--- src/source/pipe_defines.svh ---
`ifndef PIPE_DEFINES_SVH
`define PIPE_DEFINES_SVH

// ~~~~~~~~~~~~~~~~~~~~~~~~~~~~~~~~~~~~~~~~
// Data path
// ~~~~~~~~~~~~~~~~~~~~~~~~~~~~~~~~~~~~~~~~

`define DATA_W      32
`define REG_AW      5

// Word index comes from address bits 9 down to 2
`define DMEM_WORDS  256

// ~~~~~~~~~~~~~~~~~~~~~~~~~~~~~~~~~~~~~~~~
// APB register map
// ~~~~~~~~~~~~~~~~~~~~~~~~~~~~~~~~~~~~~~~~

`define CTRL_OFS    4'h0
`define STATUS_OFS  4'h4
`define EPC_OFS     4'h8

`endif

--- src/source/pipe_pkg.sv ---
package pipe_pkg;

    // ~~~~~~~~~~~~~~~~~~~~~~~~~~~~~~~~~~~~~~~~
    // Instruction encodings
    // ~~~~~~~~~~~~~~~~~~~~~~~~~~~~~~~~~~~~~~~~

    typedef enum logic [5:0] {
        SPECIAL = 6'h00,
        ADDI    = 6'h08,
        ADDIU   = 6'h09,
        ANDI    = 6'h0C,
        ORI     = 6'h0D,
        LW      = 6'h23,
        SW      = 6'h2B
    } opcode_e;

    // Function field of SPECIAL instructions
    typedef enum logic [5:0] {
        ADD  = 6'h20,
        ADDU = 6'h21,
        SUB  = 6'h22,
        SUBU = 6'h23,
        AND  = 6'h24,
        OR   = 6'h25,
        XOR  = 6'h26,
        SLT  = 6'h2A
    } funct_e;

    // The same 32-bit word seen as R-type or I-type
    typedef union packed {
        struct packed {
            opcode_e    opcode;
            logic [4:0] rs;
            logic [4:0] rt;
            logic [4:0] rd;
            logic [4:0] shamt;
            funct_e     funct;
        } r;
        struct packed {
            opcode_e     opcode;
            logic [4:0]  rs;
            logic [4:0]  rt;
            logic [15:0] imm;
        } i;
    } instr_u;

    // Cause codes follow the MIPS ExcCode numbering
    typedef enum logic [4:0] {
        NONE = 5'd0,
        ADEL = 5'd4,
        ADES = 5'd5,
        RI   = 5'd10,
        OV   = 5'd12
    } cause_e;

endpackage

--- src/source/ex_stage.sv ---
`include "pipe_defines.svh"

module ex_stage import pipe_pkg::*; (
    input  logic               valid,
    input  instr_u             instruction,
    input  logic [`DATA_W-1:0] rs_data,
    input  logic [`DATA_W-1:0] rt_data,
    output logic [`DATA_W-1:0] alu_result,
    output logic [`DATA_W-1:0] store_data,
    output logic [`REG_AW-1:0] dest_addr,
    output logic               reg_write,
    output logic               mem_write,
    output logic               mem_to_reg,
    output logic               except_valid,
    output cause_e             except_cause
);

    localparam int MSB = `DATA_W - 1;

    logic               is_rtype;
    logic [`DATA_W-1:0] imm_sext;
    logic [`DATA_W-1:0] imm_zext;
    logic [`DATA_W-1:0] op_b;
    logic [`DATA_W-1:0] sum;
    logic [`DATA_W-1:0] diff;
    logic               add_ovf;
    logic               sub_ovf;
    logic               misaligned;
    logic [`DATA_W-1:0] result;
    logic               wr_en;
    logic               st_en;
    logic               ld_en;
    logic               fault;
    cause_e             cause;

    assign is_rtype = (instruction.r.opcode == SPECIAL);
    assign imm_sext = {{(`DATA_W-16){instruction.i.imm[15]}}, instruction.i.imm};
    assign imm_zext = {{(`DATA_W-16){1'b0}}, instruction.i.imm};

    // One adder serves ADD, ADDI and the load/store address
    assign op_b = is_rtype ? rt_data : imm_sext;
    assign sum  = rs_data + op_b;
    assign diff = rs_data - rt_data;

    assign add_ovf    = (rs_data[MSB] == op_b[MSB]) && (sum[MSB] != rs_data[MSB]);
    assign sub_ovf    = (rs_data[MSB] != rt_data[MSB]) && (diff[MSB] != rs_data[MSB]);
    assign misaligned = (sum[1:0] != 2'b00);

    always_comb begin
        result = '0;
        wr_en  = 1'b0;
        st_en  = 1'b0;
        ld_en  = 1'b0;
        cause  = NONE;
        case (instruction.r.opcode)
            SPECIAL: begin
                wr_en = 1'b1;
                case (instruction.r.funct)
                    ADD: begin
                        result = sum;
                        if (add_ovf) cause = OV;
                    end
                    ADDU: result = sum;
                    SUB: begin
                        result = diff;
                        if (sub_ovf) cause = OV;
                    end
                    SUBU: result = diff;
                    AND:  result = rs_data & rt_data;
                    OR:   result = rs_data | rt_data;
                    XOR:  result = rs_data ^ rt_data;
                    SLT:  result = {{(`DATA_W-1){1'b0}}, $signed(rs_data) < $signed(rt_data)};
                    default: begin
                        wr_en = 1'b0;
                        cause = RI;
                    end
                endcase
            end
            ADDI: begin
                result = sum;
                wr_en  = 1'b1;
                if (add_ovf) cause = OV;
            end
            ADDIU: begin
                result = sum;
                wr_en  = 1'b1;
            end
            ANDI: begin
                result = rs_data & imm_zext;
                wr_en  = 1'b1;
            end
            ORI: begin
                result = rs_data | imm_zext;
                wr_en  = 1'b1;
            end
            LW: begin
                result = sum;
                wr_en  = 1'b1;
                ld_en  = 1'b1;
                if (misaligned) cause = ADEL;
            end
            SW: begin
                result = sum;
                st_en  = 1'b1;
                if (misaligned) cause = ADES;
            end
            default: cause = RI;
        endcase
    end

    assign fault        = (cause != NONE);
    assign except_valid = valid && fault;
    assign except_cause = except_valid ? cause : NONE;

    assign alu_result = result;
    assign store_data = rt_data;
    assign dest_addr  = is_rtype ? instruction.r.rd : instruction.r.rt;

    // Register 0 is hardwired, so a write there is dropped here
    assign reg_write  = valid && !fault && wr_en && (dest_addr != '0);
    assign mem_write  = valid && !fault && st_en;
    assign mem_to_reg = valid && !fault && ld_en;

    // Upstream presents a fully known instruction word whenever valid is high
    always_comb begin
        assert final (!valid || !$isunknown(instruction));
    end

endmodule

--- config.mk ---
export PLATFORM = sky130hd
export DESIGN_NAME = ex_stage
export DESIGN_NICKNAME = d
export VERILOG_FILES = /design/src/source/pipe_pkg.sv /design/src/source/ex_stage.sv
export VERILOG_INCLUDE_DIRS = /design/src /design/src/source
export SDC_FILE = /design/constraint.sdc
export NUM_CORES = 1
export LEC_CHECK = 0
export ABC_AREA = 0
export BUFFER_PORTS_ARGS = -buffer_cell sky130_fd_sc_hd__buf_2
export CAP_MARGIN = 10
export CORE_AREA = 3 3 166 103
export DETAILED_ROUTE_END_ITERATION = 10
export DIE_AREA = 0 0 169 106
export MAX_ROUTING_LAYER = met4
export PLACE_DENSITY = 0.77
export SLEW_MARGIN = 20
export SYNTH_ARGS = -nofsm -noshare
export SYNTH_HDL_FRONTEND = slang
export SYNTH_SLANG_ARGS = --single-unit
--- constraint.sdc ---
create_clock -name vclk -period 3.8
set_clock_uncertainty 0.05 [all_clocks]
set_input_delay 0.38 -clock vclk [all_inputs]
set_output_delay 0.38 -clock vclk [all_outputs]
set_load 0.01 [all_outputs]
==> results of run 1 <==
-- cells by family (layout without fill, tap and decap cells) --
family          after synthesis  after routing  synth area share (%)
xor+xnor                     35             35                  4.36
other cells                   1              1                0.0534
buf+inv                     188            443                  11.9
mux                          10             10                  1.42
fa+ha+maj                   130            130                  23.4
simple gates                294            294                  20.2
compound gates              400            400                  38.6
-- power by group --
part	total [mW]	internal, mW	switching [mW]
registers	0	0	0
logic	1.37	0.611	0.764
clock network	0	0	0
-- worst max path at each step --
stage	to	slack (ps)	depth (start not counted)
3_3_place_gp	reg_write	-470	18
4_1_cts	reg_write	-270	18
6_report	except_cause[3]	-430	20
2_1_floorplan	reg_write	-100	17
5_1_grt	alu_result[20]	-550	22
3_5_place_dp	alu_result[26]	-500	19
-- what timing repair did --
item / CTS / global route
buffers inserted: 12 / 11
pin swaps: 63 / 37
endpoints found under the setup margin: 29 / 32
gates cloned: 0 / 1
gates resized for setup: 68 / 82
hold buffers: 0 / 0
-- synth_stat cells, types with 4 or more instances --
| cell type | number | share of area, % |
|---|---|---|
| xor2_1 | 9 | 1.1 |
| clkbuf_1 | 49 | 2.6 |
| xnor2_1 | 26 | 3.2 |
| and2_1 | 7 | 0.62 |
| o211ai_1 | 19 | 2.0 |
| a222oi_1 | 13 | 1.9 |
| a31oi_1 | 10 | 0.89 |
| nor4_1 | 8 | 0.71 |
| ha_1 | 128 | 23 |
| o21bai_1 | 10 | 1.1 |
| nand2b_1 | 22 | 2.0 |
| mux2i_1 | 10 | 1.4 |
| inv_1 | 102 | 5.4 |
| nor2b_1 | 8 | 0.71 |
| o21ai_1 | 10 | 0.71 |
| a32oi_1 | 4 | 0.50 |
| or2_2 | 5 | 0.45 |
| nor3_1 | 24 | 1.7 |
| or4_1 | 5 | 0.53 |
| nor2_1 | 78 | 4.2 |
| o21a_1 | 5 | 0.53 |
| a21o_1 | 50 | 5.3 |
| a211o_1 | 5 | 0.62 |
| a211oi_1 | 17 | 1.8 |
| nand3_1 | 15 | 1.1 |
| nand2_1 | 93 | 5.0 |
| a22oi_1 | 9 | 0.96 |
| o31ai_1 | 6 | 0.64 |
| buf_4 | 33 | 3.5 |
| o31a_1 | 7 | 0.87 |
| o21ai_0 | 90 | 6.4 |
| nand4_1 | 5 | 0.45 |
| a221oi_1 | 11 | 1.4 |
| o221ai_1 | 6 | 0.75 |
| a21oi_1 | 89 | 6.3 |
| o22ai_1 | 5 | 0.45 |
| and3_1 | 8 | 0.71 |
-- cell type report --
type / instances / area (um^2)
fillers: 1341 / 5700
inverters: 102 / 383
well taps: 203 / 254
multi-input cells: 870 / 6860
repair buffers: 341 / 2260
-- layout by cell type, fill, tap and decap left out, drive strengths merged, types with 19 or more instances in the layout --
cell / instances
a21oi: 89
a211oi: 20
o211ai: 19
inv: 102
nand2: 94
buf: 340
nor3: 25
ha: 128
a21o: 50
xnor2: 26
nor2: 78
o21ai: 102
nand2b: 22
-- layer usage --
layer	vias to the layer above	GRT usage [%]
met5	-	-
li1	4329	-
met3	56	6.32
met2	682	43.3
met4	0	6.14
met1	4253	45.0
==> impl_metrics.ini, run 1 <==
[run_status]
status = finished, violations left
violations = negative setup slack

[power_and_ir_drop]
leakage_nw = 4.95
finalPower_mw = 1.37
vdd_drop_max_v = 0.0000773
p_per_area_mw_per_mm2 = 141

[synthesis]
yosysSeqAreaShare_pct = 0
synth.distinct_cells = 78
netlist_area_mm2 = 0.00703
syn_inst = 1058
syn_nets = 1285
synth_area_per_cell_um2 = 6.64
yosys_warnings = 0

[worst_setup_path]
path_common_cell = buf_4
critPathKind = in -> out
cp_cell_sequence = buf_8, nor2_4, nand3_4, buf_12, nand2_2, o21ai_2, ha_1, a211oi_2, nor2_2, o41ai_4, o31a_1, a21bo_4, a221o_2, buf_4, nor3_2, buf_4, nor3_4, buf_4, a31oi_2, buf_2
cp-start-kind = input port
critPathMaxStageDelay_ps = 450
crit_required_ps = 3370
worst-path-buf-inv = 6
cp.arrival_ps = 3800
worst_setup_path_end_kind = primary output
cp_slowest_cell = a221o_2
critPathTopFamily = compound AO/OA/AOI/OAI gates
crit_fanout = 6
crit_path_start = instruction[31]

[layout]
seq_cells = 0
regArea_um2 = 0
area.growth.synth_to_final_pct = 38.9
antenna_cells = 0
fin_nets = 1542
nClkBuffers = 0
stdcell_area_mm2 = 0.00976
final_util_pct = 63.1
final_cells = 1516
drive_gt1_share_pct = 34.9

[hold_path]
worstHoldPathType = in -> out
hold_end = store_data[14]
hold_start = rt_data[14]
hold_depth = 2

[routing]
dr.pass1.iters = 6
top_layer_used = met4
drcViolationCount = 0
drtAntennaViolNets = 0
wl_met2_um = 11800
vias = 9320
wl_um = 29700
dr_wl_met3_um = 4540
wl_per_cell_um = 19.6
viasPerCell = 6.15
drtIter0Drc = 1393
wl_met1_um = 12800

[sta]
slew_viol_final = 0
max_slew.worst_pin.slew_ps = 796
setup_viol = 26
hold_violations = 0
setup_slack_ps = -434
slew_headroom_pct = 46.8
fmax_mhz = 236
period_share_pct = 111
rsz0062_at_grt = true
hold_ws_ps = 928
period_minus_slack_ps = 4230
setup-tns-final_ps = -6440

[floorplan]
start_util_pct = 45.4
ios = 175
die_y_um = 106
row_count = 35
die_area_mm2 = 0.0179
core_mm2 = 0.0155
chipWidth_um = 169

[global_routing]
grt_start_max_net_pins = 62
grt_pass1_vias = 8422
grt_usage_pct = 30.7
antenna_found_initial = 0
grt_pass1_wl_um = 44100
gr-total-overflow = 0

[placed_design]
io_buffers = 169
dp.cells = 1493
pre_cts_ws_ps = -501
placed_cell_area_mm2 = 0.00889
hpwlAfterDp_um = 22600
gp_congestion = 1.00

[job]
max_cap_violations = 0
(Power assumes the default switching activity.)
==> inputs of run 2 (changes only) <==
Settings changed: CELL_PAD_IN_SITES_DETAIL_PLACEMENT set to 1, CELL_PAD_IN_SITES_GLOBAL_PLACEMENT set to 1, CORE_AREA 3 3 166 103 to 3 3 185 115, DIE_AREA 0 0 169 106 to 0 0 188 118, PLACE_DENSITY 0.77 to 0.86.
==> impl_metrics.ini, run 2 (synthesized netlist as in run 1, its figures left out) <==
[layout]
area.growth.synth_to_final_pct = 39.5
nFillCells = 2582
final_cells = 1610
seq_cells = 0
final_common_cell = buf_4
final_util_pct = 49.6
layout_common_cells = 188 x buf_4, 161 x buf_2, 123 x ha_1
fin_nets = 1564
multi_input_area_mm2 = 0.00665
drive_gt1_share_pct = 34.4
regArea_um2 = 0
stdcell_area_mm2 = 0.00980
nClkBuffers = 0

[routing]
wl_met2_um = 16100
dr_wl_met3_um = 4410
dr.pass1.iters = 7
drcViolationCount = 0
wl_um = 38200
vias = 9964
top_layer_used = met4
drtIter0Drc = 1265
wl_per_cell_um = 23.8
drtAntennaViolNets = 0
wl_met1_um = 16100
viasPerCell = 6.19

[hold_path]
worstHoldPathType = in -> out

[run_status]
status = finished, violations left
violations = negative setup slack

[sta]
slew_headroom_pct = 43.9
slew_viol_final = 0
rsz0062_at_grt = true
max_slew.worst_pin.slew_ps = 839
period_share_pct = 113
setup_slack_ps = -485
fmax_mhz = 233
hold_violations = 0
period_minus_slack_ps = 4280
setup_viol = 28
setup-tns-final_ps = -8690

[placed_design]
placed_cell_area_mm2 = 0.00919
io_buffers = 169
dp.cells = 1586
gp_congestion = 1.01
hpwlAfterDp_um = 27800
pre_cts_ws_ps = -718

[global_routing]
grt_pass1_wl_um = 55700
grt_pass1_vias = 10000
grt_start_max_net_pins = 62
antenna_found_initial = 2
grt_usage_pct = 31.7
gr-total-overflow = 0

[worst_setup_path]
cp_slowest_cell = a222oi_1
cp-start-kind = input port
worst_setup_path_end_kind = primary output
crit_required_ps = 3370
cp_cell_sequence = buf_6, nor2_4, nand3_4, buf_12, buf_12, nand2_1, o21ai_0, ha_1, or2_1, o221a_1, o31a_1, buf_6, a21oi_4, buf_6, o21bai_1, a21oi_2, xnor2_1, a222oi_1, nand2_1, buf_2
cp.arrival_ps = 3850
crit_fanout = 20
path_common_cell = buf_6
critPathMaxStageDelay_ps = 450
critPathKind = in -> out

[floorplan]
chipWidth_um = 188
die_y_um = 118
core_mm2 = 0.0198
row_count = 40
ios = 175
die_area_mm2 = 0.0222
start_util_pct = 35.5

[job]
max_cap_violations = 0

[power_and_ir_drop]
leakage_nw = 5.03
p_per_area_mw_per_mm2 = 147
vdd_drop_max_v = 0.0000501

[clock_network]
hold_buffers = 0
[run 2: cell types whose count changed in the layout (fill, tap and decap cells not counted), moves of 4 or more]
cell	previous run	this run
buf_4	157	188
buf_6	18	8
ha_1	118	123
ha_4	6	2
o21ai_0	65	69
o21ai_2	11	7
[run 2: cell type report]
type / instances / share of cell area (%)
inverter: 102 / 3.96
multi-input combinational: 870 / 67.8
antenna: 2 / 0.0511
timing repair buffer: 363 / 24.7
tap: 273 / 3.49
[run 2: routing by layer]
layer | vias up | global-route usage [%]
met1 | 4755 | 43.0
met2 | 692 | 48.2
li1 | 4357 | -
met3 | 160 | 6.16
met4 | 0 | 8.15
met5 | - | -
[run 2: final timing paths]
path | cells past startpoint | slack [ps] | startpoint | end
worst max-delay path | 20 | -480 | instruction[29] | alu_result[14]
worst min-delay path | 2 | 930 | rt_data[11] | store_data[11]
[run 2: report_power, final]
part	internal, mW	leakage [nW]	switching [mW]
Clock	0.0000000704	0.0000127	0
Sequential	0	0	0
Combinational	0.617	5.03	0.826
Total	0.617	5.03	0.826
[run 2: worst max-delay path: cells and delay by family]
family	cells	cell delay (ps)
compound gates	7	1450
buf+inv	6	880
simple gates	5	770
fa+ha+maj	1	240
xor+xnor	1	100
[run 2: per-stage QoR]
stage                     power (mW)  hold slack [ps]
after floorplan                0.702              736
after global placement          1.16              929
after detailed placement        1.21              930
after CTS                       1.28              930
after global routing            1.53              956
final                           1.44              933
[run 2: what timing repair did]
item | CTS | global route
setup endpoints to repair | 29 | 30
setup buffers | 6 | 16
pin swaps | 25 | 27
resized for setup | 60 | 46
