### config.mk
export PLATFORM = sky130hd
export DESIGN_NAME = pipe_ctrl_regs
export DESIGN_NICKNAME = d
export VERILOG_FILES = /design/src/source/pipe_pkg.sv /design/src/source/pipe_ctrl_regs.sv
export VERILOG_INCLUDE_DIRS = /design/src /design/src/source
export SDC_FILE = /design/constraint.sdc
export NUM_CORES = 1
export LEC_CHECK = 0
export BUFFER_PORTS_ARGS = -buffer_cell sky130_fd_sc_hd__buf_2
export CORE_ASPECT_RATIO = 2
export CORE_MARGIN = 2
export CORE_UTILIZATION = 45
export DETAILED_ROUTE_END_ITERATION = 10
export PLACE_DENSITY = 0.78
export SYNTH_ARGS = -nofsm -noshare
export SYNTH_HDL_FRONTEND = slang
export SYNTH_SLANG_ARGS = --single-unit
### constraint.sdc
create_clock -name clk -period 1.51 [get_ports clk]
set_input_delay 0.2265 -clock clk [delete_from_list [all_inputs] [get_ports clk]]
set_output_delay 0.2265 -clock clk [all_outputs]
set_load 0.02 [all_outputs]
### src/source/pipe_defines.svh
`ifndef PIPE_DEFINES_SVH
`define PIPE_DEFINES_SVH

// ~~~~~~~~~~~~~~~~~~~~~~~~~~~~~~~~~~~~~~~~
// Data path
// ~~~~~~~~~~~~~~~~~~~~~~~~~~~~~~~~~~~~~~~~

`define DATA_W      32
`define REG_AW      5

// Word index comes from address bits 9 down to 2
`define DMEM_WORDS  256

// ~~~~~~~~~~~~~~~~~~~~~~~~~~~~~~~~~~~~~~~~
// APB register map
// ~~~~~~~~~~~~~~~~~~~~~~~~~~~~~~~~~~~~~~~~

`define CTRL_OFS    4'h0
`define STATUS_OFS  4'h4
`define EPC_OFS     4'h8

`endif

### src/source/pipe_pkg.sv
package pipe_pkg;

    // ~~~~~~~~~~~~~~~~~~~~~~~~~~~~~~~~~~~~~~~~
    // Instruction encodings
    // ~~~~~~~~~~~~~~~~~~~~~~~~~~~~~~~~~~~~~~~~

    typedef enum logic [5:0] {
        SPECIAL = 6'h00,
        ADDI    = 6'h08,
        ADDIU   = 6'h09,
        ANDI    = 6'h0C,
        ORI     = 6'h0D,
        LW      = 6'h23,
        SW      = 6'h2B
    } opcode_e;

    // Function field of SPECIAL instructions
    typedef enum logic [5:0] {
        ADD  = 6'h20,
        ADDU = 6'h21,
        SUB  = 6'h22,
        SUBU = 6'h23,
        AND  = 6'h24,
        OR   = 6'h25,
        XOR  = 6'h26,
        SLT  = 6'h2A
    } funct_e;

    // The same 32-bit word seen as R-type or I-type
    typedef union packed {
        struct packed {
            opcode_e    opcode;
            logic [4:0] rs;
            logic [4:0] rt;
            logic [4:0] rd;
            logic [4:0] shamt;
            funct_e     funct;
        } r;
        struct packed {
            opcode_e     opcode;
            logic [4:0]  rs;
            logic [4:0]  rt;
            logic [15:0] imm;
        } i;
    } instr_u;

    // Cause codes follow the MIPS ExcCode numbering
    typedef enum logic [4:0] {
        NONE = 5'd0,
        ADEL = 5'd4,
        ADES = 5'd5,
        RI   = 5'd10,
        OV   = 5'd12
    } cause_e;

endpackage

### src/source/pipe_ctrl_regs.sv
`include "pipe_defines.svh"

module pipe_ctrl_regs import pipe_pkg::*; (
    input  logic               clk,
    input  logic               rst,

    input  logic [3:0]         paddr,
    input  logic               psel,
    input  logic               penable,
    input  logic               pwrite,
    input  logic [`DATA_W-1:0] pwdata,
    output logic [`DATA_W-1:0] prdata,
    output logic               pready,
    output logic               pslverr,

    input  logic               except_valid,
    input  cause_e             except_cause,
    input  logic [`DATA_W-1:0] except_pc,

    output logic               cpu_en
);

    logic               setup;
    logic               wr_access;
    logic               mapped;
    logic               hw_capture;
    logic               pending;
    cause_e             cause;
    logic [`DATA_W-1:0] epc;
    logic [`DATA_W-1:0] rd_mux;

    assign setup      = psel && !penable;
    assign wr_access  = psel && penable && pwrite;
    assign hw_capture = except_valid && cpu_en;

    assign mapped = (paddr == `CTRL_OFS) || (paddr == `STATUS_OFS) || (paddr == `EPC_OFS);

    // Zero wait states on every transfer
    assign pready = 1'b1;

    // ~~~~~~~~~~~~~~~~~~~~~~~~~~~~~~~~~~~~~~~~
    // Control and status state
    // ~~~~~~~~~~~~~~~~~~~~~~~~~~~~~~~~~~~~~~~~

    always_ff @(posedge clk) begin
        if (rst) begin
            cpu_en  <= 1'b0;
            pending <= 1'b0;
            cause   <= NONE;
            epc     <= '0;
        end else if (hw_capture) begin
            // An exception beats any software write on the same edge
            cpu_en  <= 1'b0;
            pending <= 1'b1;
            cause   <= except_cause;
            epc     <= except_pc;
        end else if (wr_access) begin
            case (paddr)
                `CTRL_OFS: cpu_en <= pwdata[0];
                `STATUS_OFS: begin
                    if (pwdata[0]) begin
                        pending <= 1'b0;
                        cause   <= NONE;
                    end
                end
                default: ;
            endcase
        end
    end

    // ~~~~~~~~~~~~~~~~~~~~~~~~~~~~~~~~~~~~~~~~
    // Read path
    // ~~~~~~~~~~~~~~~~~~~~~~~~~~~~~~~~~~~~~~~~

    always_comb begin
        case (paddr)
            `CTRL_OFS:   rd_mux = {{(`DATA_W-1){1'b0}}, cpu_en};
            `STATUS_OFS: rd_mux = {{(`DATA_W-7){1'b0}}, cause, 1'b0, pending};
            `EPC_OFS:    rd_mux = epc;
            default:     rd_mux = '0;
        endcase
    end

    // Captured in the setup phase so the access phase sees it directly
    always_ff @(posedge clk) begin
        if (rst) begin
            prdata  <= '0;
            pslverr <= 1'b0;
        end else begin
            prdata  <= (setup && !pwrite) ? rd_mux : '0;
            pslverr <= setup && !mapped;
        end
    end

    assert property (@(posedge clk) disable iff (rst) pslverr |-> (psel && penable));

endmodule

==> results by group, run 1 <==
Status
  – Status: complete, no violations

Timing
  – F_max: 876 MHz
  – Skew final: 0.00374 ns
  – Max Slew Vio Count: 0
  – RSZ-0062 raised after global routing: no
  – Setup TNS: 0 ns
  – Final setup vio count: 0
  – Final min period: 1.14 ns
  – Final period util: 0.756
  – Final Hold Fails: 0

Die
  – Core area: 0.00514 mm²
  – Die area: 0.00596 mm²
  – DIE HEIGHT: 107 µm
  – Initial Utilization: 0.466
  – Top Ports: 114
  – Die Wd: 55.6 µm
  – Site row count: 37

Clock network
  – Post-CTS Setup Bufs: 0
  – Clock tree buffer depth: 2
  – Post-CTS Hold Buffers: 0
  – Root buffer cell: clkbuf_8
  – CTS tree: yes
  – H-tree levels: 3
  – PostCTS Resize Cnt: 0
  – Clk pin slew, worst setup/hold paths: 0.07 ns
  – Later-pin clock latency in the skew report: 0.34 ns
  – Clock Sinks: 72
  – Cts bufs inserted: 9

Flow run
  – Max_cap viols: 0

Placement
  – Placed cell area: 0.00285 mm²
  – Buffers added on ports: 81
  – GPL Wtd Cong: 0.772
  – Post-DP HPWL: 3.50 mm

Logic synthesis
  – Post-synthesis instance total: 259
  – Async SR Flop Fraction: 0
  – Top cell type by total area after synthesis: dfxtp_1
  – Mean cell area of the mapped netlist: 9.25 µm²
  – Top FF cell, synth: dfxtp_1
  – Largest cells by area after synthesis: dfxtp_1 (60%), nand2_1 (10%), and2_1 (7.0%)
  – Post-synth top area share: 0.602
  – Most common cell in the netlist: dfxtp_1
  – Top cells by count, synth: dfxtp_1 (72), nand2_1 (66), a21oi_1 (33)
  – Mapped Nets: 338
  – Register bit total from synthesis: 72
  – Synth Warn #: 0
  – Number of flops mapped to enable cells by yosys: 0
  – Synth cell types: 28
  – Register area share after synthesis: 0.602
  – Synth Cell Area: 0.00240 mm²

Power and ir drop
  – PwrDens: 1100 mW/mm²
  – VDD IR max: 0.714 mV
  – Leak: 0.00128 µW
  – P_sw: 670 µW
  – Flop pwr share: 0.574
  – Total power: 3310 µW
  – Clock Power Share: 0.391
  – Combinational Power Share: 0.035
  – Switch share: 0.202
  – Int Power: 2640 µW

Route
  – Final ANT Viol Nets: 0
  – Detailed-route via count: 1967
  – DRT Wirelength: 4.90 mm
  – Drt first-iter violations: 31
  – Vias per cell: 4.89
  – DR WL/cell: 12.2 µm
  – DR pass1 iterations: 4
  – DRC: 0

Global routing
  – Largest net degree at the start of global routing: 47
  – Vias in the first global route: 1921
  – GRT overflow: 0
  – Antenna violations before repair: 0
  – First-pass GRT wire length: 8.16 mm
  – GRT Total Usage: 0.180

Finish
  – Share of cells above drive strength 1: 0.294
  – Post-route cell area: 0.00301 mm²
  – Diode count: 0
  – Layout net count: 419
  – Area grow syn2layout: 25.7%

Setup path
  – Critical path endpoint: epc[0]$_SDFFE_PP0P_
  – Largest delay share family, worst path: flip-flops
  – Worst r2r dst: epc[0]$_SDFFE_PP0P_
  – Worst path max stage delay: 0.39 ns
  – Crit start category: flip-flop
  – Reg2Reg Depth: 4
  – Slowest stage cell on the critical path: dfxtp_1
  – WS Path Type: reg2reg
  – CP Launch Point: cpu_en$_SDFFE_PP0P_
  – WP depth: 4
  – Crit-path max FO: 22
  – RR Startpoint: cpu_en$_SDFFE_PP0P_
  – WP buf/inv: 1
  – Worst R2R Setup Slack: 0.37 ns
  – Data required time of the worst path: 1.78 ns
  – Critical path arrival: 1.41 ns
  – Crit. End Element: flip-flop
  – Worst path cell trace: and2_1, buf_4, nand2_1, a21oi_1

Worst hold path
  – Hold Path Class: in2reg
-- cells in the final DEF (no fill, tap or decap), types with 2 or more instances in the layout --
| cell type | count |
|---|---|
| nor2_1 | 7 |
| o21ai_0 | 5 |
| buf_4 | 6 |
| and2_1 | 27 |
| dfxtp_1 | 72 |
| nor3b_1 | 2 |
| clkbuf_1 | 4 |
| a21oi_1 | 33 |
| nor2b_1 | 2 |
| nand2_1 | 66 |
| a22oi_1 | 5 |
| clkbuf_8 | 11 |
| nand3b_1 | 10 |
| buf_2 | 81 |
-- power by group through the flow --
stage          logic (µW)  registers [µW]  clock network, µW
6_report              118            1900               1290
5_1_grt               132            1900               1410
4_1_cts               119            1900               1340
3_5_place_dp          118            1940                  0
3_3_place_gp          117            1940                  0
2_1_floorplan        40.2            1950                  0
-- worst min path at each step --
stage                         start               endpoint  slack [ns]  cells past startpoint
3_3_place_gp   epc[19]$_SDFFE_PP0P_  prdata[19]$_SDFF_PP0_        0.43                      1
3_5_place_dp   epc[25]$_SDFFE_PP0P_  prdata[25]$_SDFF_PP0_        0.44                      1
6_report            except_cause[4]  cause[4]$_SDFFE_PP0P_        0.12                      3
5_1_grt                except_pc[9]    epc[9]$_SDFFE_PP0P_        0.12                      3
2_1_floorplan         except_pc[10]   epc[10]$_SDFFE_PP0P_        0.36                      2
4_1_cts             except_cause[4]  cause[4]$_SDFFE_PP0P_        0.10                      3
-- flip-flops by register name (all words and copies together), names as in the netlist --
name and cells:
epc 32, pending 1, cpu_en 1, prdata 32, cause 5, pslverr 1
-- kinds of logic after synthesis --
logic type | synth area share
simple gates | 0.256
flops | 0.602
compound gates | 0.101
buf+inv | 0.0303
mux | 0.00888
other cells | 0.00157
-- through the flow --
stage / hold WS (ns) / utilization / std cells / setup slack (ns)
2_1_floorplan: 0.362 / - / 259 / 0.182
3_3_place_gp: 0.433 / 0.554 / 387 / 0.0376
3_5_place_dp: 0.442 / 0.554 / 387 / 0.0216
4_1_cts: 0.102 / 0.586 / 402 / 0.336
5_1_grt: 0.118 / 0.586 / 402 / 0.212
6_report: 0.117 / 0.586 / 402 / 0.368
-- worst register-to-register path, delay by kind of cell (launching register included) --
kind,cells,cell delay (ns)
DFF,1,0.39
and+or+nand+nor,2,0.31
buffers and inverters,1,0.26
AOI/OAI and AO/OA,1,0.12
-- final cells by class --
type                            instances  area, µm²
Clock buffer                           15        166
Fill cell                             490       2130
Multi-Input combinational cell        170        882
Sequential cell                        72       1440
Tap cell                               58       72.6
Timing Repair Buffer                   87        450
-- layer usage --
layer | track usage | wire, µm | vias to the layer above
li1 | - | - | 1003
met1 | 0.158 | 1690 | 891
met2 | 0.334 | 2810 | 58
met3 | 0.0543 | 224 | 15
met4 | 0.127 | 177 | 0
met5 | 0 | 0 | -
Power figures use the tool's default switching activity.
==> run 2: changes to the inputs <==
- clock period: 1.51 -> 1.2 ns (I/O delays scaled with it)
==> run 2 against run 1 <==
Critical path depth unchanged. Clock-buffer cell count decreased by 5. First-iteration DRC count increased by 68%. Setup slack got worse by 0.24 ns. Worst hold slack got worse by 0.037 ns. Die area unchanged. Critical path type is now in2reg. Power increased by 30%. Critical endpoint is now prdata[3]$_SDFF_PP0_. Non-clock buffer count increased by 1.
==> results by group, run 2 (synthesis results as in run 1) <==
Status
  – Status: complete, no violations

Route
  – DR WL/cell: 12.2 µm
  – Detailed-route via count: 1913
  – Vias per cell: 4.74
  – DRT Wirelength: 4.91 mm
  – Final ANT Viol Nets: 0
  – DRC: 0
  – DR pass1 iterations: 4
  – Drt first-iter violations: 52

Clock network
  – H-tree levels: 3
  – Clk pin slew, worst setup/hold paths: 0.07 ns
  – Clock Sinks: 72
  – Later-pin clock latency in the skew report: 0.33 ns
  – Post-CTS Setup Bufs: 0
  – Post-CTS Hold Buffers: 0
  – Root buffer cell: clkbuf_8
  – CTS tree: yes
  – Cts bufs inserted: 9
  – Clock tree buffer depth: 2

Power and ir drop
  – Int Power: 3420 µW
  – Leak: 0.00130 µW
  – PwrDens: 1410 mW/mm²
  – Switch share: 0.208
  – Flop pwr share: 0.554
  – Clock Power Share: 0.411
  – Combinational Power Share: 0.035
  – P_sw: 895 µW
  – VDD IR max: 1.01 mV

Setup path
  – Reg2Reg Depth: 4
  – WS Path Type: in2reg
  – Worst r2r dst: epc[26]$_SDFFE_PP0P_
  – Crit start category: input pin
  – Crit. End Element: flip-flop
  – Worst R2R Setup Slack: 0.13 ns
  – Data required time of the worst path: 1.46 ns
  – Critical path arrival: 1.34 ns
  – RR Startpoint: cpu_en$_SDFFE_PP0P_
  – Crit-path max FO: 6

Placement
  – DP Worst Slack: -0.228 ns
  – Buffers added on ports: 81
  – Placed cell area: 0.00288 mm²
  – GPL Wtd Cong: 0.752
  – Post-DP HPWL: 3.47 mm
  – Cell total after placement: 388

Finish
  – Final Util: 0.597
  – Area grow syn2layout: 28.1%
  – Diode count: 0
  – Commonest cells after routing, fill and taps aside: buf_2 (81), dfxtp_1 (71), nand2_1 (66), a21oi_1 (33), and2_1 (26)
  – Largest registers: epc x32, prdata x32, cause x5
  – Non-Filler Instances: 404
  – Share of cells above drive strength 1: 0.312
  – Layout net count: 420
  – Post-route cell area: 0.00307 mm²
  – Commonest non-fill, non-tap cell in the layout: buf_2

Global routing
  – Vias in the first global route: 1896
  – Antenna violations before repair: 0
  – GRT Total Usage: 0.175
  – Largest net degree at the start of global routing: 47
  – GRT overflow: 0
  – First-pass GRT wire length: 8.04 mm

Die
  – Top Ports: 114
  – DIE HEIGHT: 107 µm
  – Initial Utilization: 0.466
  – Site row count: 37
  – Die Wd: 55.6 µm
  – Die area: 0.00596 mm²
  – Core area: 0.00514 mm²

Timing
  – RSZ-0062 raised after global routing: no
  – Final setup vio count: 0
  – Final Hold Fails: 0
  – Final period util: 0.897
  – F_max: 929 MHz
  – Final Worst Setup Slack: 0.124 ns
  – Max Slew Vio Count: 0
  – Final min period: 1.08 ns
  – Skew final: 0.00846 ns
  – Setup TNS: 0 ns

Worst hold path
  – Worst Hold Path Cells: 3
  – Worst min-delay path startpoint: except_cause[4]
  – Min-Delay Endpoint: cause[4]$_SDFFE_PP0P_
  – Hold Path Class: in2reg

Flow run
  – Max_cap viols: 0
run 2: cell count changes in the layout (fill, tap and decap cells not counted), sizes merged:
cell	before	now
buf	87	88
clkbuf	15	10
clkinvlp	0	2
bufinv	0	1
clkinv	0	3
run 2: final cells by class:
class	instances	area, µm²
multi-input cells	170	883
flip-flops and latches	72	1440
fillers	477	2070
well taps	58	72.6
clock buffers	10	128
repair buffers	88	483
clock inverters	6	60.1
run 2: what timing repair did:
action,4_1_cts,5_1_grt
gates resized for setup,0,1
endpoints found under the setup margin,0,6
endpoints found under the hold margin,0,0
run 2: critical path, cell delays in order:
cell and delay [ns]:
buf_2 0.10, or3b_1 0.40, or4_1 0.52, nor2_1 0.13
run 2: metrics by stage:
step | hold WS (ns) | total power [µW]
after floorplan | 0.316 | 2500
after global placement | 0.414 | 2600
after detailed placement | 0.411 | 2600
after CTS | 0.0658 | 4360
after global routing | 0.0762 | 4480
final | 0.0803 | 4310
run 2: metal layers:
layer / routed length [µm] / GRT usage / part of all wire / vias up
li1: - / - / - / 1007
met1: 1850 / 0.176 / 0.38 / 838
met2: 2690 / 0.311 / 0.55 / 53
met3: 197 / 0.0422 / 0.040 / 15
met4: 173 / 0.113 / 0.035 / 0
met5: 0 / 0 / 0 / -
run 2: power by group through the flow:
stage	Clock (µW)	Sequential, µW	Combinational (µW)
3_3_place_gp	0	2450	151
5_1_grt	1920	2390	168
2_1_floorplan	0	2450	51.1
4_1_cts	1820	2390	152
3_5_place_dp	0	2450	152
6_report	1770	2390	151
run 2: worst max-delay path by stage:
stage / start / depth (start not counted) / to
finish: rst / 4 / prdata[3]$_SDFF_PP0_
global route: rst / 4 / prdata[3]$_SDFF_PP0_
CTS: cpu_en$_SDFFE_PP0P_ / 4 / epc[13]$_SDFFE_PP0P_
detailed placement: rst / 4 / prdata[5]$_SDFF_PP0_
global placement: rst / 4 / prdata[29]$_SDFF_PP0_
floorplan: rst / 4 / prdata[5]$_SDFF_PP0_
