### config.mk
export PLATFORM = sky130hd
export DESIGN_NAME = ex_mem_regs
export DESIGN_NICKNAME = d
export VERILOG_FILES = /design/src/source/pipe_pkg.sv /design/src/source/ex_mem_regs.sv
export VERILOG_INCLUDE_DIRS = /design/src /design/src/source
export SDC_FILE = /design/constraint.sdc
export NUM_CORES = 1
export LEC_CHECK = 0
export BUFFER_PORTS_ARGS = -buffer_cell sky130_fd_sc_hd__buf_2
export CELL_PAD_IN_SITES_DETAIL_PLACEMENT = 0
export CELL_PAD_IN_SITES_GLOBAL_PLACEMENT = 1
export CORE_MARGIN = 2
export CORE_UTILIZATION = 33
export CTS_CLUSTER_SIZE = 30
export DETAILED_ROUTE_END_ITERATION = 16
export PLACE_DENSITY_LB_ADDON = 0.1
export SLEW_MARGIN = 40
export SYNTH_ARGS = -nofsm -noshare
export SYNTH_HDL_FRONTEND = slang
export SYNTH_SLANG_ARGS = --single-unit
export TNS_END_PERCENT = 1
### constraint.sdc
create_clock -name clk -period 1.25 [get_ports clk]
set_input_delay 0.25 -clock clk [delete_from_list [all_inputs] [get_ports clk]]
set_output_delay 0.25 -clock clk [all_outputs]
set_load 0.01 [all_outputs]
### src/source/pipe_defines.svh
`ifndef PIPE_DEFINES_SVH
`define PIPE_DEFINES_SVH

// ~~~~~~~~~~~~~~~~~~~~~~~~~~~~~~~~~~~~~~~~
// Data path
// ~~~~~~~~~~~~~~~~~~~~~~~~~~~~~~~~~~~~~~~~

`define DATA_W      32
`define REG_AW      5

// Word index comes from address bits 9 down to 2
`define DMEM_WORDS  256

// ~~~~~~~~~~~~~~~~~~~~~~~~~~~~~~~~~~~~~~~~
// APB register map
// ~~~~~~~~~~~~~~~~~~~~~~~~~~~~~~~~~~~~~~~~

`define CTRL_OFS    4'h0
`define STATUS_OFS  4'h4
`define EPC_OFS     4'h8

`endif

### src/source/pipe_pkg.sv
package pipe_pkg;

    // ~~~~~~~~~~~~~~~~~~~~~~~~~~~~~~~~~~~~~~~~
    // Instruction encodings
    // ~~~~~~~~~~~~~~~~~~~~~~~~~~~~~~~~~~~~~~~~

    typedef enum logic [5:0] {
        SPECIAL = 6'h00,
        ADDI    = 6'h08,
        ADDIU   = 6'h09,
        ANDI    = 6'h0C,
        ORI     = 6'h0D,
        LW      = 6'h23,
        SW      = 6'h2B
    } opcode_e;

    // Function field of SPECIAL instructions
    typedef enum logic [5:0] {
        ADD  = 6'h20,
        ADDU = 6'h21,
        SUB  = 6'h22,
        SUBU = 6'h23,
        AND  = 6'h24,
        OR   = 6'h25,
        XOR  = 6'h26,
        SLT  = 6'h2A
    } funct_e;

    // The same 32-bit word seen as R-type or I-type
    typedef union packed {
        struct packed {
            opcode_e    opcode;
            logic [4:0] rs;
            logic [4:0] rt;
            logic [4:0] rd;
            logic [4:0] shamt;
            funct_e     funct;
        } r;
        struct packed {
            opcode_e     opcode;
            logic [4:0]  rs;
            logic [4:0]  rt;
            logic [15:0] imm;
        } i;
    } instr_u;

    // Cause codes follow the MIPS ExcCode numbering
    typedef enum logic [4:0] {
        NONE = 5'd0,
        ADEL = 5'd4,
        ADES = 5'd5,
        RI   = 5'd10,
        OV   = 5'd12
    } cause_e;

endpackage

### src/source/ex_mem_regs.sv
`include "pipe_defines.svh"

module ex_mem_regs import pipe_pkg::*; (
    input  logic               clk,
    input  logic               rst,
    input  logic               cpu_en,
    input  logic               except_clear,

    input  instr_u             ex_instruction,
    input  logic               ex_reg_write,
    input  logic               ex_mem_write,
    input  logic               ex_mem_to_reg,
    input  logic [`REG_AW-1:0] ex_dest_addr,
    input  logic [`DATA_W-1:0] ex_alu_result,
    input  logic [`DATA_W-1:0] ex_store_data,

    output instr_u             mem_instruction,
    output logic               mem_reg_write,
    output logic               mem_mem_write,
    output logic               mem_mem_to_reg,
    output logic [`REG_AW-1:0] mem_dest_addr,
    output logic [`DATA_W-1:0] mem_alu_result,
    output logic [`DATA_W-1:0] mem_store_data
);

    // ~~~~~~~~~~~~~~~~~~~~~~~~~~~~~~~~~~~~~~~~
    // EX/MEM register
    // ~~~~~~~~~~~~~~~~~~~~~~~~~~~~~~~~~~~~~~~~

    always_ff @(posedge clk) begin
        if (rst) begin
            mem_instruction <= '0;
            mem_reg_write   <= 1'b0;
            mem_mem_write   <= 1'b0;
            mem_mem_to_reg  <= 1'b0;
            mem_dest_addr   <= '0;
            mem_alu_result  <= '0;
            mem_store_data  <= '0;
        end else if (cpu_en) begin
            if (except_clear) begin
                // The faulting instruction becomes a bubble
                mem_instruction <= '0;
                mem_reg_write   <= 1'b0;
                mem_mem_write   <= 1'b0;
                mem_mem_to_reg  <= 1'b0;
                mem_dest_addr   <= '0;
                mem_alu_result  <= '0;
                mem_store_data  <= '0;
            end else begin
                mem_instruction <= ex_instruction;
                mem_reg_write   <= ex_reg_write;
                mem_mem_write   <= ex_mem_write;
                mem_mem_to_reg  <= ex_mem_to_reg;
                mem_dest_addr   <= ex_dest_addr;
                mem_alu_result  <= ex_alu_result;
                mem_store_data  <= ex_store_data;
            end
        end
        // With cpu_en low everything holds
    end

    // Execute has already dropped the control bits of a faulting instruction
    assert property (@(posedge clk) disable iff (rst)
        except_clear |-> !(ex_reg_write || ex_mem_write || ex_mem_to_reg));

endmodule

==> load_flow_metrics.sql, run 1 <==
INSERT INTO impl_metrics (metric_group, metric, value, unit) VALUES
('sta', 'slew_headroom', '77.55', '%'),
('critical_path', 'worst-endpoint-arrival', '0.83', 'ns'),
('die', 'pin_count', '212', ''),
('logic_synthesis', 'synth_simple_gate_area_share', '33.14', '%'),
('logic_synthesis', 'synth_edf_count', '0', ''),
('critical_path', 'critical_path.slowest_cell', 'sky130_fd_sc_hd__dfxtp_1', ''),
('logic_synthesis', 'synth.mux.area_fraction', '0', '%'),
('global_route', 'grt_pass1_wl', '17870', 'um'),
('global_route', 'aggregate_global_routing_overflow', '0', ''),
('placed_design', 'finalWeightedCongestion', '0.6838', ''),
('critical_path', 'start_kind', 'flop', ''),
('die', 'die-area', '14020', 'um^2'),
('die', 'design.core.area', '12720', 'um^2'),
('min_path', 'worstHoldPathType', 'input port to flop', ''),
('global_route', 'antenna_found_initial', '0', ''),
('sta', 'setup_repair_after_global_routing_missed_its_margin', 'no', ''),
('run_status', 'status', 'finished, final reports clean', ''),
('routing', 'final_antenna_net_count', '0', ''),
('clock_tree', 'cts_root_buf', 'sky130_fd_sc_hd__clkbuf_16', ''),
('logic_synthesis', 'post-synth-top-area-fraction', '48.20', '%'),
('logic_synthesis', 'synth_compound_gate_area_share', '12.05', '%'),
('logic_synthesis', 'netlist_top_cells_count', 'sky130_fd_sc_hd__a21oi_1, sky130_fd_sc_hd__dfxtp_1, sky130_fd_sc_hd__nand2b_1, sky130_fd_sc_hd__nand3b_1, sky130_fd_sc_hd__clkbuf_1', ''),
('clock_tree', 'cts.hold.buffers_added', '0', ''),
('clock_tree', 'number_of_buffers_inserted_to_repair_setup_after_cts', '0', ''),
('logic_synthesis', 'sequential_element_share_of_the_synthesized_area', '48.20', '%'),
('critical_path', 'setup.worst_path.class', 'flop to primary output', ''),
('sta', 'timing_hold_violations_final', '0', ''),
('sta', 'setup-tns-final', '0', 'ns'),
('logic_synthesis', 'synth_top_area_cell', 'sky130_fd_sc_hd__dfxtp_1', ''),
('global_route', 'number_of_global_route_vias_before_repair', '3580', ''),
('clock_tree', 'clk_latency', '0.34', 'ns'),
('routing', 'drcViolationCount', '0', ''),
('clock_tree', 'cts_tree', 'yes', ''),
('logic_synthesis', 'dominant_combinational_cell_family_by_area_after_synthesis', 'simple AND/OR/NAND/NOR gates', ''),
('finish', 'antenna_cells_inserted', '0', ''),
('clock_tree', 'clk_pin_slew', '0.07', 'ns'),
('sta', 'worst_pin_slew', '0.3367', 'ns'),
('logic_synthesis', 'netlist_area', '4319', 'um^2'),
('finish', 'syn_to_layout_area_delta', '33.37', '%'),
('global_route', 'grt_start_max_net_pins', '99', ''),
('power_and_ir_drop', 'cellLeakagePower', '2.456', 'nW'),
('routing', 'via_per_inst', '4.670', ''),
('critical_path', 'cpLargestDelayFamily', 'flip-flops', ''),
('clock_tree', 'cts_num_sinks', '104', ''),
('sta', 'post_route_hold_slack', '0.1722', 'ns'),
('placed_design', 'pre_cts_slack', '0.1819', 'ns'),
('clock_tree', 'ctsLongestPathBuffers', '2', ''),
('run', 'maxCapViolations', '0', ''),
('critical_path', 'path_max_fanout', '2', ''),
('die', 'floorplan.die.width', '118.4', 'um'),
('logic_synthesis', 'synthCells', '462', ''),
('placed_design', 'hpwlAfterDp', '7559', 'um'),
('die', 'floorplan.rows', '41', ''),
('logic_synthesis', 'synth.lib_cells_used.distinct', '8', ''),
('logic_synthesis', 'postSynthRegisterBits', '104', ''),
('logic_synthesis', 'synthesis.yosys.warnings', '0', ''),
('sta', 'slew_violations', '0', ''),
('sta', 'post-route-worst-setup-slack', '0.1715', 'ns'),
('placed_design', 'port-buffer-count', '211', ''),
('die', 'floorplan.initialDensity', '33.95', '%'),
('critical_path', 'crit_buf_inv', '1', ''),
('critical_path', 'critical-path-max-stage-delay', '0.35', 'ns'),
('logic_synthesis', 'synthFlopType', 'sky130_fd_sc_hd__dfxtp_1', ''),
('logic_synthesis', 'mappedNetlistNets', '570', ''),
('logic_synthesis', 'synth_xor_xnor_area_share', '0', '%'),
('routing', 'vias_post_dr', '3843', ''),
('logic_synthesis', 'synth_fa_ha_area_share', '0', '%'),
('sta', 'post-route-period-util', '86.28', '%'),
('critical_path', 'critical_path_cell_by_cell', 'buf_2', ''),
('finish', 'layout_cells_sized_above_1', '35.64', '%'),
('sta', 'period_needed', '1.079', 'ns');
==> worst reg2reg max path, stage by stage (launching register included) <==
cell                       delay (ns)
sky130_fd_sc_hd__dfxtp_1         0.35
sky130_fd_sc_hd__nand2b_1        0.06
sky130_fd_sc_hd__a21oi_1         0.12
==> area by class of cell <==
type / instances / area [um^2]
clock buffers: 13 / 250.2
clock inverters: 3 / 65.06
fillers: 1309 / 6962
multi-input cells: 312 / 1952
flip-flops and latches: 104 / 2082
well taps: 172 / 215.2
repair buffers: 219 / 1196
==> cells in the final DEF, fill, tap and decap left out, drive strengths merged <==
cell type,count
a21oi,104
buf,219
bufinv,2
clkbuf,13
clkinv,1
dfxtp,104
nand2b,104
nand3b,104
==> through the flow <==
step	cell area (um^2)	std cells	power (W)	util, %
floorplan	4319	462	0.004067	-
global placement	5445	807	0.004416	42.80
detailed placement	5445	807	0.004432	42.80
CTS	5761	823	0.007457	45.28
global route	5761	823	0.007670	45.28
finish	5761	823	0.007334	45.28
==> kinds of logic (layout without fill, tap and decap cells) <==
family | Yosys count | count (layout)
buffers and inverters | 46 | 235
DFF | 104 | 104
AOI/OAI and AO/OA | 104 | 104
and+or+nand+nor | 208 | 208
==> metal layers <==
layer	share of wire, %	vias up	track usage, %
met3	8.5	13	5.792
met5	0	-	0
met4	1.7	0	6.473
met1	44	1768	19.74
li1	-	1931	-
met2	46	131	23.99
==> where the power goes <==
group | total (W) | switching (W) | internal, W
registers | 0.00350 | 0.0000607 | 0.00344
clock network | 0.00299 | 0.00118 | 0.00181
logic | 0.000844 | 0.000415 | 0.000429
==> path summary, 6_finish.rpt <==
kind | start | cells after the start | slack, ns | to
worst min register to register | mem_instruction[12] | 2 | 0.46 | mem_instruction[12]
worst min-delay path | ex_store_data[24] | 3 | 0.17 | mem_store_data[24]
worst max register to register | mem_instruction[20] | 2 | 0.65 | mem_instruction[20]
worst max-delay path | mem_instruction[20] | 1 | 0.17 | mem_instruction[20]
(Power assumes the default switching activity.)
==> run 2: changes to the inputs <==
--- a/config.mk
+++ b/config.mk
@@ -6,14 +6,16 @@
 export SDC_FILE = /design/constraint.sdc
 export NUM_CORES = 1
 export LEC_CHECK = 0
-export BUFFER_PORTS_ARGS = -buffer_cell sky130_fd_sc_hd__buf_2
+export BUFFER_PORTS_ARGS = -buffer_cell sky130_fd_sc_hd__clkbuf_2
 export CELL_PAD_IN_SITES_DETAIL_PLACEMENT = 0
 export CELL_PAD_IN_SITES_GLOBAL_PLACEMENT = 1
 export CORE_MARGIN = 2
 export CORE_UTILIZATION = 33
+export CTS_CLUSTER_DIAMETER = 150
 export CTS_CLUSTER_SIZE = 30
 export DETAILED_ROUTE_END_ITERATION = 16
 export PLACE_DENSITY_LB_ADDON = 0.1
+export REMOVE_ABC_BUFFERS = 1
 export SLEW_MARGIN = 40
 export SYNTH_ARGS = -nofsm -noshare
 export SYNTH_HDL_FRONTEND = slang
==> run 2 against run 1 <==
  * Critical path depth is the same
  * Combinational power grew 0.6%
  * Wire length grew 0.28%
  * Non-clock buffer count shrank 1
  * First-iteration DRC count shrank 14%
  * Count of clock-buffer cells in the layout is the same
  * Hold slack lost 0.019 ns
  * Fmax shrank 0.95%
  * Critical path type unchanged
  * Highest routed layer unchanged
==> load_flow_metrics.sql, run 2 (same netlist as run 1, synthesis figures left out) <==
INSERT INTO impl_metrics (metric_group, metric, value, unit) VALUES
('global_route', 'aggregate_global_routing_overflow', '0', ''),
('sta', 'post-route-period-util', '87.11', '%'),
('global_route', 'antenna_found_initial', '0', ''),
('routing', 'via_per_inst', '4.621', ''),
('clock_tree', 'clk_pin_slew', '0.06', 'ns'),
('routing', 'drt-wirelength-per-cell', '13.76', 'um'),
('run', 'maxCapViolations', '0', ''),
('critical_path', 'setup.reg_to_reg.worst_slack', '0.66', 'ns'),
('sta', 'max_clock_freq', '918.4', 'MHz'),
('critical_path', 'setup.worst_path.class', 'flop to primary output', ''),
('global_route', 'grt.met1_usage', '20.61', '%'),
('critical_path', 'worst-endpoint-arrival', '0.84', 'ns'),
('routing', 'vias_post_dr', '3789', ''),
('routing', 'final_antenna_net_count', '0', ''),
('clock_tree', 'post_cts.resized_instances', '0', ''),
('finish', 'commonest_non_fill_non_tap_cell_in_the_layout', 'sky130_fd_sc_hd__clkbuf_2', ''),
('critical_path', 'critical_path.slowest_cell', 'sky130_fd_sc_hd__dfxtp_1', ''),
('placed_design', 'finalWeightedCongestion', '0.6715', ''),
('sta', 'worst_pin_slew', '0.3234', 'ns'),
('finish', 'final_core_utilization', '44.85', '%'),
('finish', 'antenna_cells_inserted', '0', ''),
('routing', 'drt_iter0_drc', '230', ''),
('clock_tree', 'ctsLongestPathBuffers', '2', ''),
('global_route', 'globalRouteTotalUtil', '15.69', '%'),
('global_route', 'grt_start_max_net_pins', '90', ''),
('critical_path', 'path_max_fanout', '2', ''),
('sta', 'setup_viol', '0', ''),
('critical_path', 'start_kind', 'flop', ''),
('finish', 'multi_input_comb_area', '1952', 'um^2'),
('power_and_ir_drop', 'total_power_divided_by_cell_area', '1204', 'nW/um^2'),
('sta', 'slew_headroom', '78.44', '%'),
('routing', 'drcViolationCount', '0', ''),
('clock_tree', 'cts_num_sinks', '104', ''),
('die', 'floorplan.initialDensity', '33.95', '%'),
('routing', 'drt_pass1_iterations', '6', ''),
('global_route', 'number_of_global_route_vias_before_repair', '3535', ''),
('clock_tree', 'clk_latency', '0.34', 'ns'),
('critical_path', 'critical-path-max-stage-delay', '0.35', 'ns'),
('power_and_ir_drop', 'internal_power', '0.005254', 'W'),
('placed_design', 'hpwlAfterDp', '7655', 'um'),
('routing', 'totalWireLength', '11280', 'um'),
('critical_path', 'cpLargestDelayFamily', 'flip-flops', ''),
('die', 'floorplan.rows', '41', ''),
('clock_tree', 'number_of_buffers_inserted_to_repair_setup_after_cts', '0', ''),
('global_route', 'globalRouteMet2Util', '23.66', '%'),
('global_route', 'groute.layer.met3.usage', '5.550', '%'),
('die', 'fp.dieH', '118.4', 'um'),
('critical_path', 'crit_buf_inv', '1', ''),
('sta', 'setup_repair_after_global_routing_missed_its_margin', 'no', ''),
('power_and_ir_drop', 'power.share.combinational', '12.4', '%'),
('clock_tree', 'cts_max_level', '3', ''),
('power_and_ir_drop', 'cellLeakagePower', '2.371', 'nW'),
('sta', 'setup-tns-final', '0', 'ns'),
('clock_tree', 'cts.hold.buffers_added', '0', ''),
('die', 'die-area', '14020', 'um^2'),
('finish', 'register_area', '2082', 'um^2'),
('finish', 'syn_to_layout_area_delta', '32.10', '%'),
('finish', 'layout_cells_sized_above_1', '35.34', '%'),
('power_and_ir_drop', 'seqPwrFrac', '51.0', '%'),
('clock_tree', 'tritoncts.num_buffers', '9', ''),
('finish', 'n_fill_cell', '1340', ''),
('power_and_ir_drop', 'swShare', '23.52', '%'),
('critical_path', 'critical_path_cell_by_cell', 'clkbuf_2', ''),
('global_route', 'grt_pass1_wl', '17880', 'um'),
('min_path', 'worstHoldPathType', 'input port to flop', ''),
('clock_tree', 'cts_root_buf', 'sky130_fd_sc_hd__clkbuf_16', ''),
('sta', 'period_needed', '1.089', 'ns'),
('placed_design', 'port-buffer-count', '211', ''),
('power_and_ir_drop', 'net-switching-power', '0.001616', 'W'),
('finish', 'final_cell_mix', 'sky130_fd_sc_hd__clkbuf_2, sky130_fd_sc_hd__nand2b_1, sky130_fd_sc_hd__nand3b_1, sky130_fd_sc_hd__a21oi_1, sky130_fd_sc_hd__dfxtp_1', ''),
('die', 'floorplan.die.width', '118.4', 'um'),
('sta', 'worst_clock_skew', '0', 'ns'),
('clock_tree', 'cts_tree', 'yes', ''),
('global_route', 'grt.busiest_layer', 'met2', ''),
('power_and_ir_drop', 'p_clk_share', '36.6', '%'),
('power_and_ir_drop', 'power.ir.vdd_worst', '0.5812', 'mV'),
('critical_path', 'setup.worst_path.end_class', 'primary output', ''),
('critical_path', 'worst_ep_required_time', '1.00', 'ns'),
('sta', 'timing_hold_violations_final', '0', ''),
('die', 'pin_count', '212', ''),
('sta', 'slew_violations', '0', ''),
('die', 'design.core.area', '12720', 'um^2'),
('finish', 'final_nets', '753', ''),
('run_status', 'status', 'finished, final reports clean', ''),
('finish', 'biggestRegsByFlops', 'mem_alu_result (32), mem_instruction (32), mem_store_data (32)', '');
## run 2: cell count changes in the layout (fill, tap and decap cells not counted), sizes merged
cell / delta
buf: -210
bufinv: -2
clkbuf: +209
## run 2: path summary, 6_finish.rpt
check,start,end,cells past startpoint
worst min-delay path,ex_store_data[19],mem_store_data[19],3
worst max register to register,mem_reg_write,mem_reg_write,2
worst max-delay path,mem_mem_write,mem_mem_write,1
worst min register to register,mem_alu_result[24],mem_alu_result[24],2
## run 2: final cells by class
| type | count | share of cell area (%) |
|---|---|---|
| flip-flops and latches | 104 | 36.49 |
| multi-input cells | 312 | 34.21 |
| repair buffers | 218 | 21.05 |
| clock buffers | 13 | 4.386 |
| well taps | 172 | 3.772 |
| clock inverters | 1 | 0.08772 |
## run 2: stage by stage
step                      setup slack (ns)  hold WS (ns)  instance area [um^2]  power (W)  instances
after floorplan                     0.6531        0.3191                  4034   0.003887        416
after global placement              0.2253        0.4522                  5450   0.004424        806
after detailed placement            0.1914        0.4579                  5450   0.004439        806
after CTS                           0.1445        0.1379                  5705   0.007010        820
after global routing                0.1136        0.1450                  5705   0.007218        820
final                               0.1611        0.1530                  5705   0.006870        820
## run 2: layer usage
layer | up-vias | routed length [um] | part of all wire (%)
met5 | - | 0 | 0
met4 | 0 | 165 | 1.5
met3 | 11 | 890 | 7.9
met2 | 133 | 4983 | 44
met1 | 1721 | 5244 | 46
li1 | 1924 | - | -
## run 2: power groups by stage
stage          Combinational (W)  Clock [W]  Sequential, W
2_1_floorplan           0.000250          0        0.00364
3_3_place_gp            0.000849          0        0.00358
3_5_place_dp            0.000859          0        0.00358
4_1_cts                 0.000862    0.00264        0.00351
5_1_grt                 0.000932    0.00277        0.00352
6_report                0.000849    0.00252        0.00351
==> run 3: changes to the inputs <==
--- a/config.mk
+++ b/config.mk
@@ -16,6 +16,7 @@
 export DETAILED_ROUTE_END_ITERATION = 16
 export PLACE_DENSITY_LB_ADDON = 0.1
 export REMOVE_ABC_BUFFERS = 1
+export SETUP_SLACK_MARGIN = 0.4
 export SLEW_MARGIN = 40
 export SYNTH_ARGS = -nofsm -noshare
 export SYNTH_HDL_FRONTEND = slang
==> run 3 against run 2 <==
  * Count of clock-buffer cells in the layout stayed put
  * Critical path type unchanged
  * Via count is 0.58% higher
  * Non-clock buffer count is 2 higher
  * Largest cell class unchanged
  * Largest power group unchanged
  * Hold slack worse by 0.0079 ns
  * Clock power hardly changed
  * Total power is 1.7% higher
  * Critical endpoint is now mem_alu_result[26]
==> load_flow_metrics.sql, run 3 (same netlist as run 1, synthesis figures left out) <==
INSERT INTO impl_metrics (metric_group, metric, value, unit) VALUES
('global_route', 'globalRouteTotalUtil', '15.84', '%'),
('clock_tree', 'ctsLongestPathBuffers', '2', ''),
('critical_path', 'logic_depth_of_the_worst_register_to_register_path', '3', ''),
('run', 'maxCapViolations', '0', ''),
('finish', 'commonest_non_fill_non_tap_cell_in_the_layout', 'sky130_fd_sc_hd__clkbuf_2', ''),
('die', 'floorplan.initialDensity', '33.95', '%'),
('clock_tree', 'cts_max_level', '3', ''),
('global_route', 'antenna_found_initial', '0', ''),
('clock_tree', 'clk_latency', '0.34', 'ns'),
('sta', 'timing_hold_violations_final', '0', ''),
('sta', 'slew_violations', '0', ''),
('finish', 'final_area', '6132', 'um^2'),
('finish', 'layout_cells_sized_above_1', '51.38', '%'),
('critical_path', 'critical_path_cell_by_cell', 'clkbuf_8', ''),
('finish', 'n_fill_cell', '1303', ''),
('critical_path', 'setup.worst_path.class', 'flop to primary output', ''),
('placed_design', 'dpl.cell_count', '806', ''),
('die', 'die-area', '14020', 'um^2'),
('critical_path', 'critical_path.slowest_cell', 'sky130_fd_sc_hd__dfxtp_2', ''),
('global_route', 'aggregate_global_routing_overflow', '0', ''),
('routing', 'drcViolationCount', '0', ''),
('min_path', 'worstHoldPathType', 'input port to flop', ''),
('placed_design', 'hpwlAfterDp', '7655', 'um'),
('die', 'design.core.area', '12720', 'um^2'),
('critical_path', 'crit_buf_inv', '1', ''),
('power_and_ir_drop', 'power.ir.vdd_worst', '0.5779', 'mV'),
('die', 'pin_count', '212', ''),
('critical_path', 'critical-path-max-stage-delay', '0.33', 'ns'),
('critical_path', 'start_kind', 'flop', ''),
('clock_tree', 'cts_num_sinks', '104', ''),
('sta', 'period_needed', '1.051', 'ns'),
('placed_design', 'placed_area', '5450', 'um^2'),
('power_and_ir_drop', 'cellLeakagePower', '2.522', 'nW'),
('routing', 'drt_iter0_drc', '195', ''),
('routing', 'totalWireLength', '11500', 'um'),
('min_path', 'hp-start', 'ex_store_data[19]', ''),
('global_route', 'grt_pass1_wl', '18100', 'um'),
('die', 'floorplan.rows', '41', ''),
('finish', 'final_nets', '755', ''),
('sta', 'slew_headroom', '79.30', '%'),
('clock_tree', 'tritoncts.num_buffers', '9', ''),
('routing', 'vias_post_dr', '3811', ''),
('clock_tree', 'cts_root_buf', 'sky130_fd_sc_hd__clkbuf_16', ''),
('run_status', 'status', 'finished, final reports clean', ''),
('sta', 'max_clock_freq', '951.8', 'MHz'),
('global_route', 'grt_start_max_net_pins', '90', ''),
('placed_design', 'port-buffer-count', '211', ''),
('min_path', 'min_path_cells', '3', ''),
('sta', 'setup_repair_after_global_routing_missed_its_margin', 'yes', ''),
('die', 'floorplan.die.width', '118.4', 'um'),
('clock_tree', 'clk_pin_slew', '0.07', 'ns'),
('finish', 'syn_to_layout_area_delta', '41.98', '%'),
('placed_design', 'finalWeightedCongestion', '0.6715', ''),
('power_and_ir_drop', 'total_power_divided_by_cell_area', '1140', 'nW/um^2'),
('global_route', 'number_of_global_route_vias_before_repair', '3592', ''),
('routing', 'drt_pass1_iterations', '5', ''),
('sta', 'setup-tns-final', '0', 'ns'),
('critical_path', 'cpLargestDelayFamily', 'flip-flops', ''),
('sta', 'worst_clock_skew', '0', 'ns'),
('finish', 'antenna_cells_inserted', '0', ''),
('routing', 'via_per_inst', '4.636', ''),
('critical_path', 'r2r_end', 'mem_instruction[29]', ''),
('critical_path', 'path_max_fanout', '2', ''),
('critical_path', 'worst_ep_required_time', '1.00', 'ns'),
('finish', 'final_cell_mix', 'sky130_fd_sc_hd__clkbuf_2, sky130_fd_sc_hd__nand2b_1, sky130_fd_sc_hd__nand3b_1, sky130_fd_sc_hd__a21oi_1, sky130_fd_sc_hd__dfxtp_2', ''),
('critical_path', 'critical_path.reg2reg.startpoint', 'mem_instruction[29]', ''),
('routing', 'drt-wirelength-per-cell', '13.99', 'um'),
('sta', 'post-route-period-util', '84.05', '%'),
('finish', 'biggestRegsByFlops', 'mem_alu_result (32), mem_instruction (32), mem_store_data (32)', ''),
('sta', 'setup_viol', '0', ''),
('routing', 'final_antenna_net_count', '0', ''),
('critical_path', 'worst-endpoint-arrival', '0.80', 'ns'),
('critical_path', 'setup.reg_to_reg.worst_slack', '0.54', 'ns'),
('clock_tree', 'cts.hold.buffers_added', '0', ''),
('finish', 'final-instance-count-excl-fill', '822', ''),
('die', 'fp.dieH', '118.4', 'um'),
('clock_tree', 'cts_tree', 'yes', ''),
('critical_path', 'setup.worst_path.end_class', 'primary output', ''),
('min_path', 'worst_hold_endpoint', 'mem_store_data[19]', ''),
('sta', 'worst_pin_slew', '0.3105', 'ns');
## run 3: cell types whose count changed in the layout (fill, tap and decap cells not counted), sizes merged
cell	delta
buf	+74
clkbuf	-72
## run 3: worst max path at each step
stage | startpoint | endpoint | cells past startpoint
6_report | mem_alu_result[26] | mem_alu_result[26] | 1
5_1_grt | mem_alu_result[16] | mem_alu_result[16] | 1
4_1_cts | mem_store_data[12] | mem_store_data[12] | 1
3_5_place_dp | cpu_en | mem_alu_result[28] | 4
3_3_place_gp | cpu_en | mem_instruction[7] | 4
2_1_floorplan | mem_alu_result[0] | mem_alu_result[0] | 0
## run 3: cell type report
class / instances / area [um^2] / area share [%]
clock inverters: 1 / 5.005 / 0.08162
repair buffers: 220 / 1499 / 24.44
multi-input cells: 312 / 1952 / 31.83
clock buffers: 13 / 250.2 / 4.081
well taps: 172 / 215.2 / 3.509
flip-flops and latches: 104 / 2211 / 36.05
## run 3: power by group
| part | switching [W] | internal, W | leakage, nW |
|---|---|---|---|
| registers | 0.0000737 | 0.00346 | 0.894 |
| clock network | 0.00115 | 0.00138 | 0.126 |
| logic | 0.000420 | 0.000496 | 1.50 |
| total | 0.00164 | 0.00534 | 2.52 |
## run 3: metal layers
layer	wire length [um]	global-route usage [%]	vias to the layer above	part of all wire, %
met3	858	5.550	11	7.5
li1	-	-	1927	-
met4	145	5.804	0	1.3
met2	5232	24.17	131	45
met1	5266	20.63	1742	46
met5	0	0	-	0
## run 3: stage by stage
stage / hold slack (ns) / power, W / util, % / worst slack, ns
6_report: 0.1451 / 0.006989 / 48.20 / 0.1994
5_1_grt: 0.1408 / 0.007347 / 48.20 / 0.1669
4_1_cts: 0.1306 / 0.007038 / 45.93 / 0.1749
3_5_place_dp: 0.4579 / 0.004439 / 42.84 / 0.1914
3_3_place_gp: 0.4522 / 0.004424 / 42.84 / 0.2253
2_1_floorplan: 0.3191 / 0.003887 / - / 0.6531
## run 3: repair_timing
| action | CTS | global route |
|---|---|---|
| cloned | 0 | 0 |
| gates resized for setup | 74 | 147 |
| pin swaps | 0 | 0 |
| setup endpoints to repair | 104 | 104 |
| setup buffers | 0 | 2 |
